<file path="config.mk">
export PLATFORM = sky130hd
export DESIGN_NAME = ex_unit
export DESIGN_NICKNAME = d
export VERILOG_FILES = /design/src/design/ex_pkg.sv /design/src/design/ex_unit.sv /design/src/design/ex_writeback.sv /design/src/design/ex_hilo.sv /design/src/design/ex_alu.sv
export VERILOG_INCLUDE_DIRS = /design/src /design/src/include
export SDC_FILE = /design/constraint.sdc
export NUM_CORES = 2
export LEC_CHECK = 0
export BUFFER_PORTS_ARGS = -buffer_cell sky130_fd_sc_hd__clkbuf_2
export CAP_MARGIN = 10
export CORE_AREA = 3 3 311 313
export DETAILED_ROUTE_END_ITERATION = 6
export DIE_AREA = 0 0 314 316
export HOLD_SLACK_MARGIN = 0.1
export PLACE_DENSITY_LB_ADDON = 0.08
export SYNTH_ARGS = -nofsm -noshare
export SYNTH_HDL_FRONTEND = slang
export SYNTH_SLANG_ARGS = --single-unit
</file>
<file path="constraint.sdc">
create_clock -name clk -period 2.8 [get_ports clk]
set_input_delay 0.28 -clock clk [delete_from_list [all_inputs] [get_ports clk]]
set_output_delay 0.28 -clock clk [all_outputs]
set_load 0.02 [all_outputs]
</file>
<file path="src/include/ex_defines.svh">
// ~~~~~~~~~~~~~~~~~~~~~~~~~~~~~~~~~~~~~~~~~~~~~~~~~
// execute stage constants: data and register widths,
// ALU opcode values and result-class codes
// ~~~~~~~~~~~~~~~~~~~~~~~~~~~~~~~~~~~~~~~~~~~~~~~~~
`ifndef EX_DEFINES_SVH
`define EX_DEFINES_SVH

`define EX_WORD_W       32
`define EX_REG_ADDR_W   5
`define EX_ALUOP_W      8
`define EX_ALUSEL_W     3
`define EX_SHAMT_W      5

// alu opcodes
`define EX_OP_NOP       8'b0000_0000
`define EX_OP_OR        8'b0010_0101
`define EX_OP_AND       8'b0010_0100
`define EX_OP_NOR       8'b0010_0111
`define EX_OP_XOR       8'b0010_0110
`define EX_OP_SLL       8'b0111_1100
`define EX_OP_SRL       8'b0000_0010
`define EX_OP_SRA       8'b0000_0011
`define EX_OP_ADD       8'b0010_0000
`define EX_OP_ADDU      8'b0010_0001
`define EX_OP_SUB       8'b0010_0010
`define EX_OP_SUBU      8'b0010_0011
`define EX_OP_SLT       8'b0010_1010
`define EX_OP_SLTU      8'b0010_1011
`define EX_OP_CLZ       8'b1011_0000
`define EX_OP_CLO       8'b1011_0001
`define EX_OP_MULT      8'b0001_1000
`define EX_OP_MULTU     8'b0001_1001
`define EX_OP_MUL       8'b1010_1001
`define EX_OP_MFHI      8'b0001_0000
`define EX_OP_MFLO      8'b0001_0010
`define EX_OP_MTHI      8'b0001_0001
`define EX_OP_MTLO      8'b0001_0011
`define EX_OP_TEQ       8'b0011_0100
`define EX_OP_TNE       8'b0011_0110
`define EX_OP_TLT       8'b0011_0010
`define EX_OP_TLTU      8'b0011_0011
`define EX_OP_TGE       8'b0011_0000
`define EX_OP_TGEU      8'b0011_0001

// result classes
`define EX_SEL_NOP      3'b000
`define EX_SEL_LOGIC    3'b001
`define EX_SEL_SHIFT    3'b010
`define EX_SEL_MOVE     3'b011
`define EX_SEL_ARITH    3'b100
`define EX_SEL_MUL      3'b101

`endif
</file>
<file path="src/design/ex_pkg.sv">
// ~~~~~~~~~~~~~~~~~~~~~~~~~~~~~~~~~~~~~~~~~~~~~~~~~
// execute stage types: issued operation,
// writeback record and exception flags
// ~~~~~~~~~~~~~~~~~~~~~~~~~~~~~~~~~~~~~~~~~~~~~~~~~
`default_nettype none

`include "ex_defines.svh"

package ex_pkg;

    typedef struct packed {
        logic [`EX_ALUOP_W-1:0]     aluop;
        logic [`EX_ALUSEL_W-1:0]    alusel;
        logic [`EX_WORD_W-1:0]      reg1;
        logic [`EX_WORD_W-1:0]      reg2;
        logic [`EX_REG_ADDR_W-1:0]  wd;      // destination register
        logic                       wreg;
    } ex_issue_t;

    typedef struct packed {
        logic [`EX_REG_ADDR_W-1:0]  wd;
        logic                       wreg;
        logic [`EX_WORD_W-1:0]      wdata;
    } ex_wb_t;

    typedef struct packed {
        logic                       ov;      // signed overflow
        logic                       trap;
    } ex_except_t;

endpackage

`default_nettype wire

</file>
<file path="src/design/ex_unit.sv">
// ~~~~~~~~~~~~~~~~~~~~~~~~~~~~~~~~~~~~~~~~~~~~~~~~~
// execute stage top: ALU, HI/LO unit and
// registered writeback, one cycle latency
// ~~~~~~~~~~~~~~~~~~~~~~~~~~~~~~~~~~~~~~~~~~~~~~~~~
`timescale 1ns/1ps
`default_nettype none

`include "ex_defines.svh"

module ex_unit (
    input  logic                        clk,
    input  logic                        arst_n_i,
    input  logic                        issue_valid_i,
    input  ex_pkg::ex_issue_t           issue_i,
    output logic                        wb_valid_o,
    output ex_pkg::ex_wb_t              wb_o,
    output ex_pkg::ex_except_t          except_o
);

    logic [`EX_WORD_W-1:0] alu_res;
    logic [`EX_WORD_W-1:0] hilo_res;
    logic                  ov;
    logic                  trap;

    ex_alu u_alu (
        .issue_i        (issue_i),
        .alu_res_o      (alu_res),
        .ov_o           (ov),
        .trap_o         (trap)
    );

    ex_hilo u_hilo (
        .clk            (clk),
        .arst_n_i       (arst_n_i),
        .issue_valid_i  (issue_valid_i),
        .issue_i        (issue_i),
        .hilo_res_o     (hilo_res)
    );

    ex_writeback u_writeback (
        .clk            (clk),
        .arst_n_i       (arst_n_i),
        .issue_valid_i  (issue_valid_i),
        .issue_i        (issue_i),
        .alu_res_i      (alu_res),
        .ov_i           (ov),
        .trap_i         (trap),
        .hilo_res_i     (hilo_res),
        .wb_valid_o     (wb_valid_o),
        .wb_o           (wb_o),
        .except_o       (except_o)
    );

endmodule

`default_nettype wire

</file>
<file path="src/design/ex_writeback.sv">
// ~~~~~~~~~~~~~~~~~~~~~~~~~~~~~~~~~~~~~~~~~~~~~~~~~
// writeback select and output register
// ~~~~~~~~~~~~~~~~~~~~~~~~~~~~~~~~~~~~~~~~~~~~~~~~~
`timescale 1ns/1ps
`default_nettype none

`include "ex_defines.svh"

module ex_writeback (
    input  logic                        clk,
    input  logic                        arst_n_i,
    input  logic                        issue_valid_i,
    input  ex_pkg::ex_issue_t           issue_i,
    input  logic [`EX_WORD_W-1:0]       alu_res_i,
    input  logic                        ov_i,
    input  logic                        trap_i,
    input  logic [`EX_WORD_W-1:0]       hilo_res_i,
    output logic                        wb_valid_o,
    output ex_pkg::ex_wb_t              wb_o,
    output ex_pkg::ex_except_t          except_o
);

    logic [`EX_WORD_W-1:0] wdata;

    always_comb begin
        case (issue_i.alusel)
            `EX_SEL_LOGIC, `EX_SEL_SHIFT, `EX_SEL_ARITH: wdata = alu_res_i;
            `EX_SEL_MOVE, `EX_SEL_MUL:                   wdata = hilo_res_i;
            default:                                     wdata = '0;
        endcase
    end

    always_ff @(posedge clk or negedge arst_n_i) begin
        if (!arst_n_i) begin
            wb_valid_o <= 1'b0;
            wb_o       <= '0;
            except_o   <= '0;
        end else begin
            wb_valid_o <= issue_valid_i;
            if (issue_valid_i) begin
                wb_o.wd       <= issue_i.wd;
                wb_o.wreg     <= issue_i.wreg && !ov_i;   // overflow cancels the write
                wb_o.wdata    <= wdata;
                except_o.ov   <= ov_i;
                except_o.trap <= trap_i;
            end else begin
                wb_o     <= '0;
                except_o <= '0;
            end
        end
    end

endmodule

`default_nettype wire

</file>
<file path="src/design/ex_hilo.sv">
// ~~~~~~~~~~~~~~~~~~~~~~~~~~~~~~~~~~~~~~~~~~~~~~~~~
// HI/LO register pair with the multiplier
// and the move-from results
// ~~~~~~~~~~~~~~~~~~~~~~~~~~~~~~~~~~~~~~~~~~~~~~~~~
`timescale 1ns/1ps
`default_nettype none

`include "ex_defines.svh"

module ex_hilo (
    input  logic                        clk,
    input  logic                        arst_n_i,
    input  logic                        issue_valid_i,
    input  ex_pkg::ex_issue_t           issue_i,
    output logic [`EX_WORD_W-1:0]       hilo_res_o
);

    localparam int MSB = `EX_WORD_W - 1;

    logic [`EX_ALUOP_W-1:0]  aluop;
    logic [`EX_WORD_W-1:0]   reg1;
    logic [`EX_WORD_W-1:0]   reg2;
    logic [`EX_WORD_W-1:0]   hi_q;
    logic [`EX_WORD_W-1:0]   lo_q;
    logic                    mul_signed;
    logic                    prod_neg;
    logic [`EX_WORD_W-1:0]   mag1;
    logic [`EX_WORD_W-1:0]   mag2;
    logic [2*`EX_WORD_W-1:0] mag_prod;
    logic [2*`EX_WORD_W-1:0] prod;

    assign aluop = issue_i.aluop;
    assign reg1  = issue_i.reg1;
    assign reg2  = issue_i.reg2;

    assign mul_signed = (aluop == `EX_OP_MULT) || (aluop == `EX_OP_MUL);

    // magnitudes for signed multiply
    assign mag1 = (mul_signed && reg1[MSB]) ? (~reg1 + 1'b1) : reg1;
    assign mag2 = (mul_signed && reg2[MSB]) ? (~reg2 + 1'b1) : reg2;

    assign mag_prod = mag1 * mag2;
    assign prod_neg = mul_signed && (reg1[MSB] ^ reg2[MSB]);
    assign prod     = prod_neg ? (~mag_prod + 1'b1) : mag_prod;

    // write lands on the edge that registers the result
    always_ff @(posedge clk or negedge arst_n_i) begin
        if (!arst_n_i) begin
            hi_q <= '0;
            lo_q <= '0;
        end else if (issue_valid_i) begin
            case (aluop)
                `EX_OP_MULT, `EX_OP_MULTU: begin
                    hi_q <= prod[2*`EX_WORD_W-1:`EX_WORD_W];
                    lo_q <= prod[`EX_WORD_W-1:0];
                end
                `EX_OP_MTHI: hi_q <= reg1;      // lo kept
                `EX_OP_MTLO: lo_q <= reg1;
                default: ;
            endcase
        end
    end

    always_comb begin
        case (aluop)
            `EX_OP_MFHI: hilo_res_o = hi_q;
            `EX_OP_MFLO: hilo_res_o = lo_q;
            `EX_OP_MUL:  hilo_res_o = prod[`EX_WORD_W-1:0];   // hi/lo untouched
            default:     hilo_res_o = '0;
        endcase
    end

endmodule

`default_nettype wire

</file>
<file path="src/design/ex_alu.sv">
// ~~~~~~~~~~~~~~~~~~~~~~~~~~~~~~~~~~~~~~~~~~~~~~~~~
// execute ALU: logic, shift and arithmetic results,
// overflow detection and trap compares
// ~~~~~~~~~~~~~~~~~~~~~~~~~~~~~~~~~~~~~~~~~~~~~~~~~
`timescale 1ns/1ps
`default_nettype none

`include "ex_defines.svh"

module ex_alu (
    input  ex_pkg::ex_issue_t           issue_i,
    output logic [`EX_WORD_W-1:0]       alu_res_o,
    output logic                        ov_o,
    output logic                        trap_o
);

    localparam int MSB   = `EX_WORD_W - 1;
    localparam int CNT_W = $clog2(`EX_WORD_W) + 1;

    logic [`EX_ALUOP_W-1:0] aluop;
    logic [`EX_WORD_W-1:0]  reg1;
    logic [`EX_WORD_W-1:0]  reg2;
    logic [`EX_WORD_W-1:0]  reg2_mux;
    logic [`EX_WORD_W-1:0]  sum;
    logic [`EX_SHAMT_W-1:0] shamt;
    logic                   sub_sel;
    logic                   signed_cmp;
    logic                   ov_sum;
    logic                   reg1_lt_reg2;
    logic [CNT_W-1:0]       zero_cnt;
    logic [CNT_W-1:0]       one_cnt;

    // leading zero count, scanning from the msb
    function automatic logic [CNT_W-1:0] lead_zeros(input logic [`EX_WORD_W-1:0] w);
        logic [CNT_W-1:0] n;
        logic             found;
        n     = '0;
        found = 1'b0;
        for (int i = MSB; i >= 0; i--) begin
            if (!found) begin
                if (w[i]) begin
                    found = 1'b1;
                end else begin
                    n = n + 1'b1;
                end
            end
        end
        return n;
    endfunction

    assign aluop = issue_i.aluop;
    assign reg1  = issue_i.reg1;
    assign reg2  = issue_i.reg2;
    assign shamt = reg1[`EX_SHAMT_W-1:0];

    assign sub_sel = (aluop == `EX_OP_SUB) || (aluop == `EX_OP_SUBU) ||
                     (aluop == `EX_OP_SLT) || (aluop == `EX_OP_TLT)  ||
                     (aluop == `EX_OP_TGE);
    assign signed_cmp = (aluop == `EX_OP_SLT) || (aluop == `EX_OP_TLT) ||
                        (aluop == `EX_OP_TGE);

    assign reg2_mux = sub_sel ? (~reg2 + 1'b1) : reg2;    // two's complement for subtract
    assign sum      = reg1 + reg2_mux;

    // subtract flips the second operand's sign, even for the most negative word
    assign ov_sum = (reg1[MSB] == (reg2[MSB] ^ sub_sel)) && (sum[MSB] != reg1[MSB]);

    // same-sign difference cannot overflow, so its sign bit decides
    assign reg1_lt_reg2 = signed_cmp ?
                          ((reg1[MSB] && !reg2[MSB]) ||
                           ((reg1[MSB] == reg2[MSB]) && sum[MSB])) :
                          (reg1 < reg2);

    assign zero_cnt = lead_zeros(reg1);
    assign one_cnt  = lead_zeros(~reg1);

    always_comb begin
        case (aluop)
            `EX_OP_OR:   alu_res_o = reg1 | reg2;
            `EX_OP_AND:  alu_res_o = reg1 & reg2;
            `EX_OP_NOR:  alu_res_o = ~(reg1 | reg2);
            `EX_OP_XOR:  alu_res_o = reg1 ^ reg2;
            `EX_OP_SLL:  alu_res_o = reg2 << shamt;
            `EX_OP_SRL:  alu_res_o = reg2 >> shamt;
            `EX_OP_SRA:  alu_res_o = $unsigned($signed(reg2) >>> shamt);   // sign fill
            `EX_OP_ADD, `EX_OP_ADDU, `EX_OP_SUB, `EX_OP_SUBU: begin
                alu_res_o = sum;
            end
            `EX_OP_SLT, `EX_OP_SLTU: begin
                alu_res_o = {{(`EX_WORD_W-1){1'b0}}, reg1_lt_reg2};
            end
            `EX_OP_CLZ:  alu_res_o = {{(`EX_WORD_W-CNT_W){1'b0}}, zero_cnt};
            `EX_OP_CLO:  alu_res_o = {{(`EX_WORD_W-CNT_W){1'b0}}, one_cnt};
            default:     alu_res_o = '0;
        endcase
    end

    assign ov_o = ov_sum && ((aluop == `EX_OP_ADD) || (aluop == `EX_OP_SUB));

    always_comb begin
        case (aluop)
            `EX_OP_TEQ:              trap_o = (reg1 == reg2);
            `EX_OP_TNE:              trap_o = (reg1 != reg2);
            `EX_OP_TLT, `EX_OP_TLTU: trap_o = reg1_lt_reg2;
            `EX_OP_TGE, `EX_OP_TGEU: trap_o = !reg1_lt_reg2;
            default:                 trap_o = 1'b0;
        endcase
    end

endmodule

`default_nettype wire

</file>
==> results of run 1 <==
[what timing repair did]
| action | 4_1_cts |
|---|---|
| hold endpoints to repair | 28 |
| endpoints found under the setup margin | 98 |
| gates cloned | 1 |
| gates resized for setup | 222 |
| hold buffers | 3 |
| setup buffers | 95 |
| pin swaps | 205 |
[cell families after synthesis]
logic type,count (synthesis)
AND/OR/NAND/NOR,2528
buffers and inverters,1591
adder cells (fa/ha/maj),1351
AO/OA/AOI/OAI,1053
XOR/XNOR,389
multiplexers,205
flip-flops,105
[per-layer routing]
metal | GRT usage [%] | GRT overflow
met5 | 30.4 | 1
met2 | 85.5 | 146
met4 | 54.5 | 108
met3 | 48.9 | 12
met1 | 74.2 | 10
[synth_stat cells, types with 50 or more instances]
cell type,instances
mux2i_1,166
a21o_1,64
o21ai_0,271
a211oi_1,50
nor2_1,660
nand2_1,1166
fa_1,897
nand3_1,96
xnor2_1,279
nor3_1,135
and2_1,95
clkbuf_1,362
xor2_1,79
inv_1,1177
dfrtp_1,105
ha_1,449
nor2b_1,63
o31ai_1,60
a21oi_1,261
[metrics by stage]
step	instance area, um^2	utilization [%]	setup slack, ps	hold slack, ps	instances
after floorplan	57500	-	-10550	-15.6	7222
after global placement	72300	76.5	-11100	280	9946
after detailed placement	72300	76.5	-11360	283	9946
after CTS	74600	78.8	-10750	102	10061
==> flow_summary.ini, run 1 <==
[status]
status = stopped before the end
flow.stopped_at = global routing (5_1_grt)
first-error = [ERROR GRT-0232] Routing congestion too high. Check the congestion heatmap in the GUI.

[logic_synthesis]
syn-num-nets = 8652
yosysUniqueCellTypes = 108
synth_top_family_by_area = adder cells
postSynth.topFlopCell = dfrtp_1
syn_avg_cell_area_um2 = 7.80
synth_sequential_area_ratio_pct = 4.66
share_of_cell_area_taken_by_muxes_after_synthesis_pct = 4.23
netlist_top_cells_area = fa_1 (32%), ha_1 (10%), inv_1 (7.8%)
synthesized_area_fraction_occupied_by_ao_oa_aoi_and_oai_cells_pct = 12.0
post_synth_and_or_nand_nor_area_fraction_pct = 19.8
ys_async_sr_fraction_pct = 100
number_of_flops_mapped_to_enable_cells_by_yosys = 0
postSynthCellCount = 7222
adder_cell_share_of_the_synthesized_area_pct = 41.9
synth_top_area_share_pct = 31.9
synthesis.area_mm2 = 0.0564
synth-seq-cells = 105
synth_warnings = 0
synth_top_cell_by_area = fa_1
synth_xor_area_share_pct = 6.70

[grt]
grt_start_max_net_pins = 74
track_usage_pct = 68.0
globalRouteOverflowTotal = 277

[clocking]
clock_tree.htree_level_count = 3
cts_num_sinks = 105
cts.root.buffer_cell = clkbuf_16
clk_path_buf_depth = 2
tritoncts.num_buffers = 9

[floorplan]
cell_row_count = 113
starting_density_of_the_core_pct = 59.6
die_y_um = 316
die-width_um = 314
io_pins = 125

[place]
dp_hpwl_um = 208000
gp_congestion = 1.13
port_buffers = 124

[timing]
postGrtWorstEndpoint = u_writeback.wb_o[5]$_DFF_PN0_/D
worstEndpointType = sequential cell input
==> inputs of run 2 (changes only) <==
--- a/config.mk
+++ b/config.mk
@@ -8,11 +8,10 @@
 export LEC_CHECK = 0
 export BUFFER_PORTS_ARGS = -buffer_cell sky130_fd_sc_hd__clkbuf_2
 export CAP_MARGIN = 10
-export CORE_AREA = 3 3 311 313
+export CORE_AREA = 3 3 380 382
 export DETAILED_ROUTE_END_ITERATION = 6
-export DIE_AREA = 0 0 314 316
-export HOLD_SLACK_MARGIN = 0.1
-export PLACE_DENSITY_LB_ADDON = 0.08
+export DIE_AREA = 0 0 383 385
+export PLACE_DENSITY_LB_ADDON = 0.15
 export SYNTH_ARGS = -nofsm -noshare
 export SYNTH_HDL_FRONTEND = slang
 export SYNTH_SLANG_ARGS = --single-unit
==> run 2 against run 1 <==
Net effect:
- the flow now finishes, with violations (DRC, setup timing)
- synthesized cell count did not move
- synthesized area did not move
==> flow_summary.ini, run 2 <==
[status]
status = finished, violations left
failed_checks = DRC, setup timing

[layout]
number_of_flip_flops_under_the_largest_register_name = 38
layout.cells.most_common = buf_4
layout_common_cells = buf_4 (1801), inv_1 (1130), nand2_1 (1121)
multiInputGateArea_mm2 = 0.0522
finish.net_count = 10372
drive_above_1_share_pct = 32.4
layout.cell_area.non_filler_mm2 = 0.0792
filler_instances = 13268
area_growth_pct = 40.5
top_register = u_writeback.wb_o
finalCoreUtilization_pct = 56.0
ff_latch_area_mm2 = 0.00263
layout_top_registers = u_writeback.wb_o (38), u_hilo.hi_q (32), u_hilo.lo_q (32)

[logic_synthesis]
netlist_top_cells_area = fa_1 (32%), ha_1 (10%), inv_1 (7.8%)
postSynthCellCount = 7222
syn-num-nets = 8652
synthesis.area_mm2 = 0.0564
top_count_cell_post_synth = inv_1
yosysUniqueCellTypes = 108
synth_top_area_share_pct = 31.9
synth_warnings = 0
syn_avg_cell_area_um2 = 7.80
synth_sequential_area_ratio_pct = 4.66
number_of_flops_mapped_to_enable_cells_by_yosys = 0
synth_top_cell_by_area = fa_1
synth-seq-cells = 105
postSynth.topFlopCell = dfrtp_1
ys_async_sr_fraction_pct = 100
most_used_standard_cells_in_the_synthesized_netlist = inv_1 (1177), nand2_1 (1166), fa_1 (897)

[grt]
grtUsageMet2_pct = 55.3
first_global_vias = 58623
grt_antenna_before_repair = 8
track_usage_pct = 35.3
global_route.usage.met3_pct = 5.72
grt_first_pass_wirelength_um = 386000
globalRouteMet1Util_pct = 48.9
grt_start_max_net_pins = 74
grt_most_used_layer = met2
globalRouteOverflowTotal = 0

[floorplan]
die_y_um = 385
design.die.area_mm2 = 0.147
io_pins = 125
fp.coreArea_mm2 = 0.141
cell_row_count = 138
die-width_um = 383
starting_density_of_the_core_pct = 39.9

[timing]
fin_setup_tns_ps = -678380
layout_min_cycle_time_ps = 13730
fin_crit_sh_pct = 490
finalHoldViolations = 0
transition_time_at_the_pin_with_the_least_slew_margin_ps = 1220
max_clock_freq_mhz = 72.8
layout_setup_ws_ps = -10930
final.setup_skew_ps = 23.5
slew_headroom_pct = 18.2
setup-violations-final = 98
rsz0062_at_grt = true
maxSlewViolCount = 0

[clocking]
clk_path_buf_depth = 2
worstSkewPairLatency_ps = 410
cts.clk_slew.worst_paths_ps = 100
clock_tree.htree_level_count = 3
clock_tree_from_tritoncts = built
cts.root.buffer_cell = clkbuf_16
cts_num_sinks = 105
tritoncts.num_buffers = 9

[drt]
route.detailed.vias_per_inst = 5.40
drc = 5
vias = 58568
wl_cell_um = 24.3
detail_route.iter0.violations = 5133
detailedRoute.firstPassIterationCount = 7
ant_nets = 0
drt_wl_total_um = 264000

[critical_path]
critPathMostFrequentCell = nor2_1
worst_setup_path_end_kind = register
path_max_fanout = 4
critical_path_slowest_stage_cell = or3_4
crit_arrival_ps = 14020
start_kind = primary input
crit_required_ps = 3100
cp_top_family = compound AO/OA/AOI/OAI gates
worst_path_largest_cell_delay_ps = 400
path_buf_inv = 4
crit_path_class = in2reg

[place]
port_buffers = 124
gp_congestion = 1.02
dp_hpwl_um = 221000
dpl-instance-area_mm2 = 0.0738

[job]
cap_violations = 0

[worst_hold_path]
timing.hold.worst.class = in2reg
==> run 2: cell counts after synthesis <==
No cell type changed its count.
==> run 2: repair_timing <==
| action | CTS | global route |
|---|---|---|
| resized for setup | 397 | 370 |
| setup buffers | 118 | 108 |
| pin swaps | 252 | 348 |
| gates cloned | 3 | 2 |
| hold endpoints to repair | 40 | 0 |
| hold buffers | 1 | 0 |
| setup endpoints to repair | 98 | 98 |
==> run 2: final timing paths <==
| kind | start | endpoint | slack [ps] | cells after the start |
|---|---|---|---|---|
| max | issue_i[68] | u_writeback.wb_o[5] | -10930 | 87 |
| min | issue_i[4] | u_writeback.wb_o[36] | 90 | 2 |
| max reg2reg | u_hilo.hi_q[0] | u_writeback.wb_o[0] | 610 | 7 |
| min reg2reg | u_hilo.lo_q[31] | u_hilo.lo_q[31] | 480 | 2 |
| max in group asynchronous | arst_n_i | u_hilo.hi_q[18] | 1600 | 3 |
| min in group asynchronous | arst_n_i | u_writeback.wb_valid_o | 440 | 2 |
==> run 2: stage by stage <==
stage                     instances  hold slack, ps  setup slack [ps]
after floorplan                7222           -15.6            -10550
after global placement        10640             350            -11330
after detailed placement      10640             344            -11490
after CTS                     10759            77.4            -10860
after global routing          10838            83.0            -11720
final                         10842            92.3            -10930
==> run 2: cells by family after synthesis <==
kind of cell | synth area share [%]
AO/OA/AOI/OAI | 12.0
adder cells (fa/ha/maj) | 41.9
multiplexers | 4.23
buffers and inverters | 10.6
AND/OR/NAND/NOR | 19.8
flip-flops | 4.66
XOR/XNOR | 6.70
==> run 2: cell type report <==
class	instances	share of cell area (%)
multi-input combinational	5528	65.9
timing repair buffer	2109	21.7
inverter	1189	5.67
sequential	105	3.32
tap	1890	2.99
clock buffer	9	0.284
clock inverter	7	0.109
antenna	5	0.0158
==> run 2: routing by layer <==
| metal | routed length [um] | share of wire, % |
|---|---|---|
| met5 | 27 | 0.010 |
| met4 | 12500 | 4.7 |
| met3 | 20200 | 7.7 |
| met2 | 117000 | 44 |
| met1 | 114000 | 43 |
Power of run 2 is left out: the tool's default activity adds up to more than one toggle a clock period on the data nets, which glitch-free logic cannot reach.
